## config.mk

```make
export PLATFORM = sky130hd
export DESIGN_NAME = pcm_decoder
export DESIGN_NICKNAME = d
export VERILOG_FILES = /design/src/pcm_decoder_pkg.sv /design/src/pcm_decoder.sv /design/src/nrz_derandomizer.sv /design/src/mark_space_decode.sv /design/src/biphase_to_nrz.sv /design/src/decoder_regs.sv
export SDC_FILE = /design/constraint.sdc
export NUM_CORES = 1
export LEC_CHECK = 0
export ABC_CLOCK_PERIOD_IN_PS = 5100
export BUFFER_PORTS_ARGS = -buffer_cell sky130_fd_sc_hd__buf_2
export CAP_MARGIN = 10
export CELL_PAD_IN_SITES_DETAIL_PLACEMENT = 0
export CELL_PAD_IN_SITES_GLOBAL_PLACEMENT = 1
export CORE_UTILIZATION = 25
export DETAILED_ROUTE_END_ITERATION = 10
export GPL_TIMING_DRIVEN = 0
export PLACE_DENSITY_LB_ADDON = 0.1
export SKIP_CTS_REPAIR_TIMING = 1
export SKIP_LAST_GASP = 1
export SLEW_MARGIN = 20
export SYNTH_ARGS = -nofsm -noshare
export SYNTH_HDL_FRONTEND = slang
export SYNTH_SLANG_ARGS = --single-unit
```

## constraint.sdc

```tcl
create_clock -name clk -period 5.1 [get_ports clk]
set_input_delay 0.765 -clock clk [delete_from_list [all_inputs] [get_ports clk]]
set_output_delay 0.765 -clock clk [all_outputs]
set_load 0.02 [all_outputs]
```

## src/pcm_decoder_pkg.sv

```systemverilog
//----------------------------------------
// PCM bit decoder shared definitions
// Widths, register map, mode codes and bus/config structs
//----------------------------------------

package pcm_decoder_pkg;

  // Bus and register widths
  localparam int ADDR_W     = 4;
  localparam int REG_W      = 32;
  localparam int STAT_CNT_W = 16;

  // Derandomizer history length and tap stages, stage 1 is newest
  localparam int DERAND_LEN   = 15;
  localparam int RNRZ15_TAP_A = 15;
  localparam int RNRZ15_TAP_B = 14;
  localparam int RNRZ11_TAP_A = 11;
  localparam int RNRZ11_TAP_B = 9;

  typedef logic [ADDR_W-1:0]     reg_addr_t;
  typedef logic [REG_W-1:0]      reg_data_t;
  typedef logic [STAT_CNT_W-1:0] stat_cnt_t;

  // Register map
  localparam reg_addr_t ADDR_CONTROL = 4'h0;
  localparam reg_addr_t ADDR_STATUS  = 4'h1;

  // Line codes
  typedef enum logic [1:0] {
    NRZ_L = 2'd0,
    NRZ_M = 2'd1,
    NRZ_S = 2'd2
  } code_mode_e;

  typedef enum logic [1:0] {
    DERAND_OFF    = 2'd0,
    DERAND_RNRZ15 = 2'd1,
    DERAND_RNRZ11 = 2'd2
  } derand_mode_e;

  typedef struct packed {
    logic      wr;
    reg_addr_t addr;
    reg_data_t wdata;
  } reg_bus_req_t;

  // Field order matches control word bits 8 down to 0
  typedef struct packed {
    logic         clk_sel;
    logic         data_inv;
    logic         iq_swap;
    logic         demux_en;
    logic         biphase_en;
    derand_mode_e derand_mode;
    code_mode_e   code_mode;
  } dec_cfg_t;

  localparam int CFG_W = $bits(dec_cfg_t);

  typedef struct packed {
    logic i;
    logic q;
  } symb_pair_t;

endpackage
```

## src/pcm_decoder.sv

```systemverilog
//----------------------------------------
// PCM bit decoder top level
// Symbol decisions in, decoded bits, bit strobe and data clock out
//----------------------------------------

`timescale 1ns/100ps

module pcm_decoder (
  input  logic                          clk,
  input  logic                          rs,
  input  pcm_decoder_pkg::reg_bus_req_t bus_i,
  input  logic                          symb_en_i,
  input  logic                          symb_2x_en_i,
  input  pcm_decoder_pkg::symb_pair_t   symb_i,
  output pcm_decoder_pkg::symb_pair_t   data_o,
  output logic                          bit_en_o,
  output logic                          data_clk_o,
  output pcm_decoder_pkg::reg_data_t    rdata_o
);

  import pcm_decoder_pkg::*;

  dec_cfg_t cfg;
  logic     cfg_load;
  logic     nrz_i, nrz_q;
  logic     half_en, sym_en;
  logic     dec_i, dec_q;
  logic     mux_first, demux_bit;
  logic     out_en, mid_en;
  logic     sel_i, sel_q;
  logic     derand_bit;
  logic     rail_i, rail_q;
  logic     clk_q;

  decoder_regs u_regs (
    .clk        (clk),
    .rs         (rs),
    .bus_i      (bus_i),
    .cfg_o      (cfg),
    .cfg_load_o (cfg_load),
    .bit_en_i   (out_en),
    .rdata_o    (rdata_o)
  );

  //----------------------------------------
  // Biphase and rail alignment
  //----------------------------------------

  biphase_to_nrz u_biphase (
    .clk          (clk),
    .rs           (rs),
    .symb_en_i    (symb_en_i),
    .phase_clr_i  (cfg_load),
    .biphase_en_i (cfg.biphase_en),
    .symb_i       (symb_i.i),
    .nrz_o        (nrz_i),
    .half_en_o    (half_en)
  );

  // Qualified strobe, one per decoded bit
  assign sym_en = symb_en_i & half_en;

  // Q matches the one-strobe delay of the I path
  always_ff @(posedge clk or posedge rs) begin
    if (rs) begin
      nrz_q <= 1'b0;
    end else if (sym_en) begin
      nrz_q <= symb_i.q;
    end
  end

  // Mark/space decode, same enable on both rails
  mark_space_decode u_msd_i (
    .clk (clk), .rs (rs), .en_i (sym_en), .mode_i (cfg.code_mode),
    .din_i (nrz_i), .dout_o (dec_i)
  );

  mark_space_decode u_msd_q (
    .clk (clk), .rs (rs), .en_i (sym_en), .mode_i (cfg.code_mode),
    .din_i (nrz_q), .dout_o (dec_q)
  );

  //----------------------------------------
  // Demux and output selection
  //----------------------------------------

  // High in the half symbol following a symbol strobe
  always_ff @(posedge clk or posedge rs) begin
    if (rs) begin
      mux_first <= 1'b0;
    end else if (symb_2x_en_i) begin
      mux_first <= symb_en_i;
    end
  end

  // First half takes I (Q when swapped), second half the other rail
  assign demux_bit = (mux_first ^ cfg.iq_swap) ? dec_i : dec_q;

  assign out_en = cfg.demux_en ? symb_2x_en_i : sym_en;

  always_ff @(posedge clk or posedge rs) begin
    if (rs) begin
      sel_i <= 1'b0;
      sel_q <= 1'b0;
    end else if (out_en) begin
      if (cfg.demux_en) begin
        sel_i <= demux_bit;
        sel_q <= demux_bit;
      end else if (cfg.iq_swap) begin
        sel_i <= dec_q;
        sel_q <= dec_i;
      end else begin
        sel_i <= dec_i;
        sel_q <= dec_q;
      end
    end
  end

  // Descrambles the I output, result drives both rails
  nrz_derandomizer u_derand (
    .clk (clk), .rs (rs), .en_i (out_en), .mode_i (cfg.derand_mode),
    .din_i (sel_i), .dout_o (derand_bit)
  );

  assign rail_i   = (cfg.derand_mode != DERAND_OFF) ? derand_bit : sel_i;
  assign rail_q   = (cfg.derand_mode != DERAND_OFF) ? derand_bit : sel_q;
  assign data_o.i = rail_i ^ cfg.data_inv;
  assign data_o.q = rail_q ^ cfg.data_inv;
  assign bit_en_o = out_en;

  //----------------------------------------
  // Data clock
  //----------------------------------------

  // Falling point halfway through a bit
  assign mid_en = cfg.biphase_en ? (symb_en_i & ~half_en) : (symb_2x_en_i & ~symb_en_i);

  // Demux bits come every half symbol, so the clock toggles per bit there
  always_ff @(posedge clk or posedge rs) begin
    if (rs) begin
      clk_q <= 1'b0;
    end else if (cfg.demux_en) begin
      if (symb_2x_en_i) begin
        clk_q <= ~clk_q;
      end
    end else if (out_en) begin
      clk_q <= 1'b1;
    end else if (mid_en) begin
      clk_q <= 1'b0;
    end
  end

  assign data_clk_o = cfg.clk_sel ? clk_q : out_en;

endmodule

```

## src/nrz_derandomizer.sv

```systemverilog
//----------------------------------------
// Self-synchronizing RNRZ descrambler
// RNRZ-15 or RNRZ-11, selectable
//----------------------------------------

`timescale 1ns/100ps

module nrz_derandomizer (
  input  logic                          clk,
  input  logic                          rs,
  input  logic                          en_i,
  input  pcm_decoder_pkg::derand_mode_e mode_i,
  input  logic                          din_i,
  output logic                          dout_o
);

  import pcm_decoder_pkg::*;

  // Received bit history, bit 0 is stage 1
  logic [DERAND_LEN-1:0] hist;
  logic                  fb;

  //----------------------------------------
  // Tap selection
  //----------------------------------------

  always_comb begin
    case (mode_i)
      DERAND_RNRZ15: fb = hist[RNRZ15_TAP_A-1] ^ hist[RNRZ15_TAP_B-1];
      DERAND_RNRZ11: fb = hist[RNRZ11_TAP_A-1] ^ hist[RNRZ11_TAP_B-1];
      // Off, straight through
      default:       fb = 1'b0;
    endcase
  end

  //----------------------------------------
  // Shift and descramble
  //----------------------------------------

  // History holds received bits, so it locks after DERAND_LEN bits
  always_ff @(posedge clk or posedge rs) begin
    if (rs) begin
      hist   <= '0;
      dout_o <= 1'b0;
    end else if (en_i) begin
      hist   <= {hist[DERAND_LEN-2:0], din_i};
      dout_o <= din_i ^ fb;
    end
  end

endmodule

```

## src/mark_space_decode.sv

```systemverilog
//----------------------------------------
// NRZ-L / NRZ-M / NRZ-S decoder, one rail
//----------------------------------------

`timescale 1ns/100ps

module mark_space_decode (
  input  logic                        clk,
  input  logic                        rs,
  input  logic                        en_i,
  input  pcm_decoder_pkg::code_mode_e mode_i,
  input  logic                        din_i,
  output logic                        dout_o
);

  import pcm_decoder_pkg::*;

  // Last received level
  logic prev;

  always_ff @(posedge clk or posedge rs) begin
    if (rs) begin
      prev   <= 1'b0;
      dout_o <= 1'b0;
    end else if (en_i) begin
      prev <= din_i;
      case (mode_i)
        NRZ_L: dout_o <= din_i;
        // Mark, a transition means one
        NRZ_M: dout_o <= din_i ^ prev;
        // Space, a transition means zero
        NRZ_S: dout_o <= ~(din_i ^ prev);
        default: dout_o <= din_i;
      endcase
    end
  end

endmodule

```

## src/biphase_to_nrz.sv

```systemverilog
//----------------------------------------
// Biphase to NRZ conversion, I rail
// Pairs half-symbols into bits, gives the bit phase strobe
//----------------------------------------

`timescale 1ns/100ps

module biphase_to_nrz (
  input  logic clk,
  input  logic rs,
  input  logic symb_en_i,
  input  logic phase_clr_i,
  input  logic biphase_en_i,
  input  logic symb_i,
  output logic nrz_o,
  output logic half_en_o
);

  // High after the first half-symbol of a bit
  logic phase;
  // High once a whole bit sits on nrz_o
  logic bit_rdy;
  logic first_half;

  always_ff @(posedge clk or posedge rs) begin
    if (rs) begin
      phase   <= 1'b0;
      bit_rdy <= 1'b0;
      nrz_o   <= 1'b0;
    end else if (phase_clr_i) begin
      // Restart pairing on a config load
      phase   <= 1'b0;
      bit_rdy <= 1'b0;
    end else if (symb_en_i) begin
      if (!biphase_en_i) begin
        // NRZ input, one strobe of delay
        nrz_o   <= symb_i;
        phase   <= 1'b0;
        bit_rdy <= 1'b0;
      end else if (!phase) begin
        phase   <= 1'b1;
        bit_rdy <= 1'b0;
      end else begin
        // Second half, bit value is the first half
        nrz_o   <= first_half;
        phase   <= 1'b0;
        bit_rdy <= 1'b1;
      end
    end
  end

  // First half-symbol holding register
  always_ff @(posedge clk) begin
    if (symb_en_i && biphase_en_i && !phase) begin
      first_half <= symb_i;
    end
  end

  // Every strobe is a bit in NRZ mode
  assign half_en_o = ~biphase_en_i | bit_rdy;

endmodule

```

## src/decoder_regs.sv

```systemverilog
//----------------------------------------
// Decoder control and status registers
// Holds the mode word, counts bit strobes for status read-back
//----------------------------------------

`timescale 1ns/100ps

module decoder_regs (
  input  logic                          clk,
  input  logic                          rs,
  input  pcm_decoder_pkg::reg_bus_req_t bus_i,
  output pcm_decoder_pkg::dec_cfg_t     cfg_o,
  output logic                          cfg_load_o,
  input  logic                          bit_en_i,
  output pcm_decoder_pkg::reg_data_t    rdata_o
);

  import pcm_decoder_pkg::*;

  logic      ctrl_wr;
  stat_cnt_t bit_cnt;

  // Only the control word is writable
  assign ctrl_wr = bus_i.wr && (bus_i.addr == ADDR_CONTROL);

  //----------------------------------------
  // Control word
  //----------------------------------------

  always_ff @(posedge clk or posedge rs) begin
    if (rs) begin
      cfg_o      <= '0;
      cfg_load_o <= 1'b0;
    end else begin
      // Load pulse lines up with the new config
      cfg_load_o <= ctrl_wr;
      if (ctrl_wr) begin
        // Upper bits are reserved and dropped
        cfg_o <= dec_cfg_t'(bus_i.wdata[CFG_W-1:0]);
      end
    end
  end

  //----------------------------------------
  // Status count
  //----------------------------------------

  // Bit strobes since last control write, wraps at 16 bits
  always_ff @(posedge clk or posedge rs) begin
    if (rs) begin
      bit_cnt <= '0;
    end else if (cfg_load_o) begin
      bit_cnt <= '0;
    end else if (bit_en_i) begin
      bit_cnt <= bit_cnt + 1'b1;
    end
  end

  // Read mux, unmapped words read zero
  always_comb begin
    case (bus_i.addr)
      ADDR_CONTROL: rdata_o = {{(REG_W-CFG_W){1'b0}}, cfg_o};
      ADDR_STATUS:  rdata_o = {bit_cnt, {(REG_W-STAT_CNT_W-CFG_W){1'b0}}, cfg_o};
      default:      rdata_o = '0;
    endcase
  end

endmodule

```

======== Word-level counts from Yosys, hierarchy flattened ========
Cells that the tools add are included.
storage, ports and cells
  register bits ........................... 55
  word-level logic and storage cells ...... 92
  output and inout port bits .............. 36
  input bits .............................. 43
cells by class
  add/sub/neg operators ................... 1
  bitwise logic cells ..................... 19
  equality and inequality tests ........... 7
  reduce and logical (&&, ||, !) cells .... 11
  muxes and demuxes ....................... 30
operator list
  operator                                               count
  case mux 32 bit (2 select lines)                       1
  2-to-1 mux 16 bit                                      2
  2-to-1 mux 1 bit                                       24
  adder 16 x 1 -> 16 bit, second input constant          1
  XOR 1 bit                                              8
  inverter 1 bit                                         7
  case mux 1 bit (2 select lines)                        3
  nonzero test 2 bit                                     3
  == test 2 x 1 -> 1 bit, second input constant          2
  == test 2 bit, second input constant                   2
  == test 4 x 1 -> 1 bit, second input constant          1
  logical NOT 4 bit                                      1
  AND 1 bit                                              3
  logical AND 1 bit                                      3
  AND reduction 3 bit                                    1
  nonzero test 3 bit                                     1
  inequality test 2 x 1 -> 1 bit, second input constant  1
  inequality test 2 bit, second input constant           1
  AND reduction 2 bit                                    1
  logical NOT 1 bit                                      1
  bitwise OR 1 bit                                       1

======== Longest topological paths before layout ========
  depth in word-level cells ............... 8
  depth in mapped cells ................... 8
  mapped depth without buffers ............ 6

======== Cells and area by module ========
A second synthesis with hierarchy kept.
unflattened totals
  cell total of the unflattened synthesis .. 281
  area total of the unflattened synthesis .. 2946.6 sq um
by module, submodules not included
  module             instances  seq. area each (sq um)  cells an instance  area an instance (sq um)
  decoder_regs       1          650.6                   143                1420.1
  nrz_derandomizer   1          400.4                   50                 698.2
  pcm_decoder        1          125.1                   41                 361.6
  mark_space_decode  2          50.0                    14                 140.1
  biphase_to_nrz     1          105.1                   19                 186.4

======== Worst setup path after synthesis ========
OpenSTA, ideal clock, no wires.
  kind .................................... in2out
  from .................................... in symb_en_i
  to ...................................... out data_clk_o
  cell stages on the path ................. 6
  data required time ...................... 4.335 ns
  setup slack ............................. 2.437 ns
  data arrival time ....................... 1.898 ns
  cell sequence ........................... buf_2 -> nor2b_1 -> a22oi_2 -> buf_2 -> inv_1 -> mux2_2
on the way
  longest elaborated chain between the ends .. 3
RTL lines
  item              line                text
  from (decl)       pcm_decoder.sv:12   input logic symb_en_i,
  AND 1 bit         pcm_decoder.sv:61   assign sym_en = symb_en_i & half_en;
  2-to-1 mux 1 bit  pcm_decoder.sv:99   assign out_en = cfg.demux_en ? symb_2x_en_i : sym_en;
  2-to-1 mux 1 bit  pcm_decoder.sv:153  assign data_clk_o = cfg.clk_sel ? clk_q : out_en;
  to (decl)         pcm_decoder.sv:17   output logic data_clk_o,
Every way passes these cells.

======== Final worst setup path ========
  from .................................... in symb_en_i
  to ...................................... out bit_en_o
on the way
  longest elaborated chain between the ends .. 2
RTL lines
  item              line               text
  AND 1 bit         pcm_decoder.sv:61
  2-to-1 mux 1 bit  pcm_decoder.sv:99
  to (decl)         pcm_decoder.sv:16  output logic bit_en_o,
Every way passes these cells.

==> results.txt <==
----------------------------------------------------
[Status]
  Result of the run ... finished clean

[Power and ir drop]
  VDD IR max ... 0.1549 mV
  LEAKAGE ... 0.001726 µW
  Power density cells ... 413.5 nW/µm²

[Timing]
  RSZ-0062 raised after global routing ... no
  Number of pins with negative max-slew slack in the final report ... 0
  Skew final ... 0.006725 ns
  Min Tclk post-route ... 3.149 ns
  Finish-stage setup viols ... 0
  Transition time at the pin with the least slew margin ... 0.6407 ns
  Achievable clock frequency ... 317.5 MHz
  Count of endpoints failing hold in the final timing report ... 0
  Total negative slack for setup checks ... 0 ns
  Slew headroom ... 57.29%
  Portion of the clock cycle consumed by the worst path in the final layout ... 61.75%

[Layout]
  Count of inserted antenna diode cells ... 0
  Final net count ... 418
  Most frequent standard cell in the layout excluding fill and tap cells ... sky130_fd_sc_hd__nand2_1
  Share of post-route cells with drive strength above 1 ... 25.41%
  Commonest cells after routing, fill and taps aside ... 61 x sky130_fd_sc_hd__nand2_1, 54 x sky130_fd_sc_hd__dfrtp_1, 53 x sky130_fd_sc_hd__buf_2
  Area of all sequential standard cells ... 1381 µm²
  Multi-input gate area ... 1375 µm²
  Final instance count without filler cells ... 510
  Area overhead of the layout relative to synthesis ... 20.67%
  Number of filler cells placed in the layout ... 1187

[Die]
  Boundary Pins ... 79
  Die outline width ... 109.5 µm
  Area of the placeable core ... 11030 µm²
  Placement row count ... 38
  Die area ... 11980 µm²
  Die height ... 109.5 µm
  Initial standard-cell utilization of the core ... 26.18%

[Global route]
  Global-route wire length before repair ... 11.50 mm
  Maximum number of pins on one net before global-route repair ... 31
  Initial antenna violation count ... 0
  Vias in the first global route ... 2254
  Tot GR Track Use ... 12.55%
  GRT Residual Overflow ... 0

[Critical path]
  Capturing element type of the critical path ... output pin
  Sort of element at the start of the critical path ... input pin
  Critical path data arrival time ... 2.38 ns
  Class of the most critical setup path ... input pin to output pin
  Biggest fanout along the worst timing path ... 10
  Crit path required time ... 4.34 ns

[Placed design]
  Routability congestion estimate ... 0.7285
  Placed Instances ... 502
  Hpwl dp ... 5.053 mm
  Number of buffers inserted by port buffering ... 47

[Route]
  Routed wire length per instance ... 13.56 µm
  Aggregate routed wire length ... 6.914 mm
  Top layer in use ... met4
  First drt pass iteration count ... 4
  Detailed-route via count ... 2281
  Post-detailed-route via-to-cell ratio ... 4.473
  Routed wl met3 ... 313 µm
  ANT nets after route ... 0
  Drt drc ... 0
  Met2 Routed Length ... 3.045 mm
  Routed metal-1 wirelength ... 3.476 mm
  DR iter-0 viols ... 88

[Clocking]
  Bufs on Longest Clock Path ... 2
  Clock tree root buffer cell ... sky130_fd_sc_hd__clkbuf_16
  Count of clock tree sinks ... 55
  Number of H-tree branching levels ... 2
  CTS tree ... done
  Clock edge transition at the registers on the reported setup and hold paths ... 0.07 ns
  Clock latency at the later pin of the worst-skew pair ... 0.29 ns
  Number of buffers inserted during clock tree synthesis ... 5

[Run]
  Max-capacitance violation count ... 0

[Synthesis]
  Synthesized cell area ... 2888 µm²
  Dominant combinational cell family by area after synthesis ... simple AND/OR/NAND/NOR gates
  Post-Synth Simple-Gate Area ... 24.22%
  XOR/XNOR share of the synthesized area ... 2.730%
  Mean Syn Cell Area ... 9.376 µm²
  Register bit count reported by yosys ... 55
  Number of enable flip-flop cells after synthesis ... 1
  Number of synthesis warnings ... 0
  Primary FF master, synth ... sky130_fd_sc_hd__dfrtp_1
  Synthesized-area fraction occupied by ao, oa, aoi and oai cells ... 9.055%
  Proportion of register bits with asynchronous set or reset after synthesis ... 98.18%
  Multiplexer share of the synthesized area ... 8.102%
  Post-synthesis adder-cell area fraction ... 2.600%
  Post-synthesis cell type count ... 40
  Part of the Yosys area used for sequential elements ... 47.83%
  Number of instances in the synthesized netlist ... 308

[Worst hold path]
  Min-delay worst type ... input pin to async pin

----------------------------------------------------
where the power goes:
| part | internal, µW | total [µW] | switching (µW) | leakage [µW] |
|---|---|---|---|---|
| clock network | 182 | 342 | 160 | 0.0000669 |
| registers | 563 | 682 | 118 | 0.000702 |
| logic | 189 | 418 | 229 | 0.000957 |
kinds of logic after synthesis:
logic type                 after synthesis
other                                    1
xor gates and xnor gates                 9
adders and majority gates                6
muxes                                   21
buffers and inverters                   32
and+or+nand+nor                        139
AOI/OAI and AO/OA                       45
DFF                                     55
sequential cells by signal, indices dropped and copies added, names as in the netlist:
signal,count
u_derand.dout_o,1
mux_first,1
u_regs.cfg_o,9
sel_i,1
u_biphase.bit_rdy,1
u_msd_q.dout_o,1
u_msd_i.prev,1
u_msd_q.prev,1
u_biphase.first_half,1
u_regs.bit_cnt,16
u_msd_i.dout_o,1
u_regs.cfg_load_o,1
u_derand.hist,15
u_biphase.phase,1
nrz_q,1
sel_q,1
u_biphase.nrz_o,1
clk_q,1
metal layers:
metal	up-vias	GRT usage [%]
li1	1159	-
met1	1063	16.98
met2	53	20.35
met3	6	2.312
met4	0	3.714
met5	-	0
critical path, stage by stage:
cell	delay, ns
sky130_fd_sc_hd__buf_2	0.16
sky130_fd_sc_hd__nor2b_1	0.15
sky130_fd_sc_hd__a22oi_2	0.38
sky130_fd_sc_hd__buf_2	0.28
sky130_fd_sc_hd__inv_1	0.13
sky130_fd_sc_hd__clkbuf_1	0.27
sky130_fd_sc_hd__buf_2	0.24
per-stage QoR:
step	cell area (µm²)	setup WS (ns)	hold slack [ns]	total power [µW]	utilization [%]
floorplan	2910	2.437	0.4386	985.5	-
global placement	3321	1.862	0.4494	1109	30.10
detailed placement	3343	1.908	0.4565	1120	30.31
CTS	3485	1.905	0.4525	1474	31.59
global route	3485	1.784	0.4741	1559	31.59
finish	3485	1.951	0.4432	1441	31.59
final cells by class:
cell class                 count  share of cell area [%]
clock inverter                 2                  0.3591
multi-input combinational    227                   39.46
clock buffer                   6                   3.698
timing repair buffer          48                   7.325
sequential                    55                   39.64
inverter                      11                   1.257
tap                          140                   5.027
buffer                        21                   3.232
cells in the mapped netlist, types with 6 or more instances:
cell type	n	area, µm²
sky130_fd_sc_hd__mux2_2	19	214.0
sky130_fd_sc_hd__o21ai_0	9	45.04
sky130_fd_sc_hd__dfrtp_1	54	1351
sky130_fd_sc_hd__buf_2	6	30.03
sky130_fd_sc_hd__inv_1	11	41.29
sky130_fd_sc_hd__nand3_1	6	30.03
sky130_fd_sc_hd__and2_1	9	56.30
sky130_fd_sc_hd__nand2_1	61	229.0
sky130_fd_sc_hd__a21oi_1	23	115.1
sky130_fd_sc_hd__and3_1	15	93.84
sky130_fd_sc_hd__nor2b_1	6	37.54
sky130_fd_sc_hd__ha_1	6	75.07
sky130_fd_sc_hd__xnor2_1	8	70.07
sky130_fd_sc_hd__nor2_1	13	48.80
sky130_fd_sc_hd__buf_4	7	52.55
sky130_fd_sc_hd__clkbuf_1	8	30.03
sky130_fd_sc_hd__o31ai_1	8	60.06
path summary, 6_finish.rpt:
check / startpoint / endpoint / slack (ns) / cells past startpoint
setup / recovery: symb_en_i / bit_en_o / 1.95 / 7
hold / removal: rs / u_derand.hist[6]$_DFFE_PP0P_ / 0.44 / 2
max in group asynchronous: rs / u_msd_i.prev$_DFFE_PP0P_ / 4.18 / 3
min in group clk: u_derand.hist[3]$_DFFE_PP0P_ / u_derand.hist[3]$_DFFE_PP0P_ / 0.47 / 2
hold reg to reg: u_derand.hist[3]$_DFFE_PP0P_ / u_derand.hist[3]$_DFFE_PP0P_ / 0.47 / 2
setup reg to reg: u_regs.cfg_o[4]$_DFFE_PP0P_ / u_derand.hist[7]$_DFFE_PP0P_ / 3.09 / 7
No activity file was read; power rests on OpenSTA's default activity.
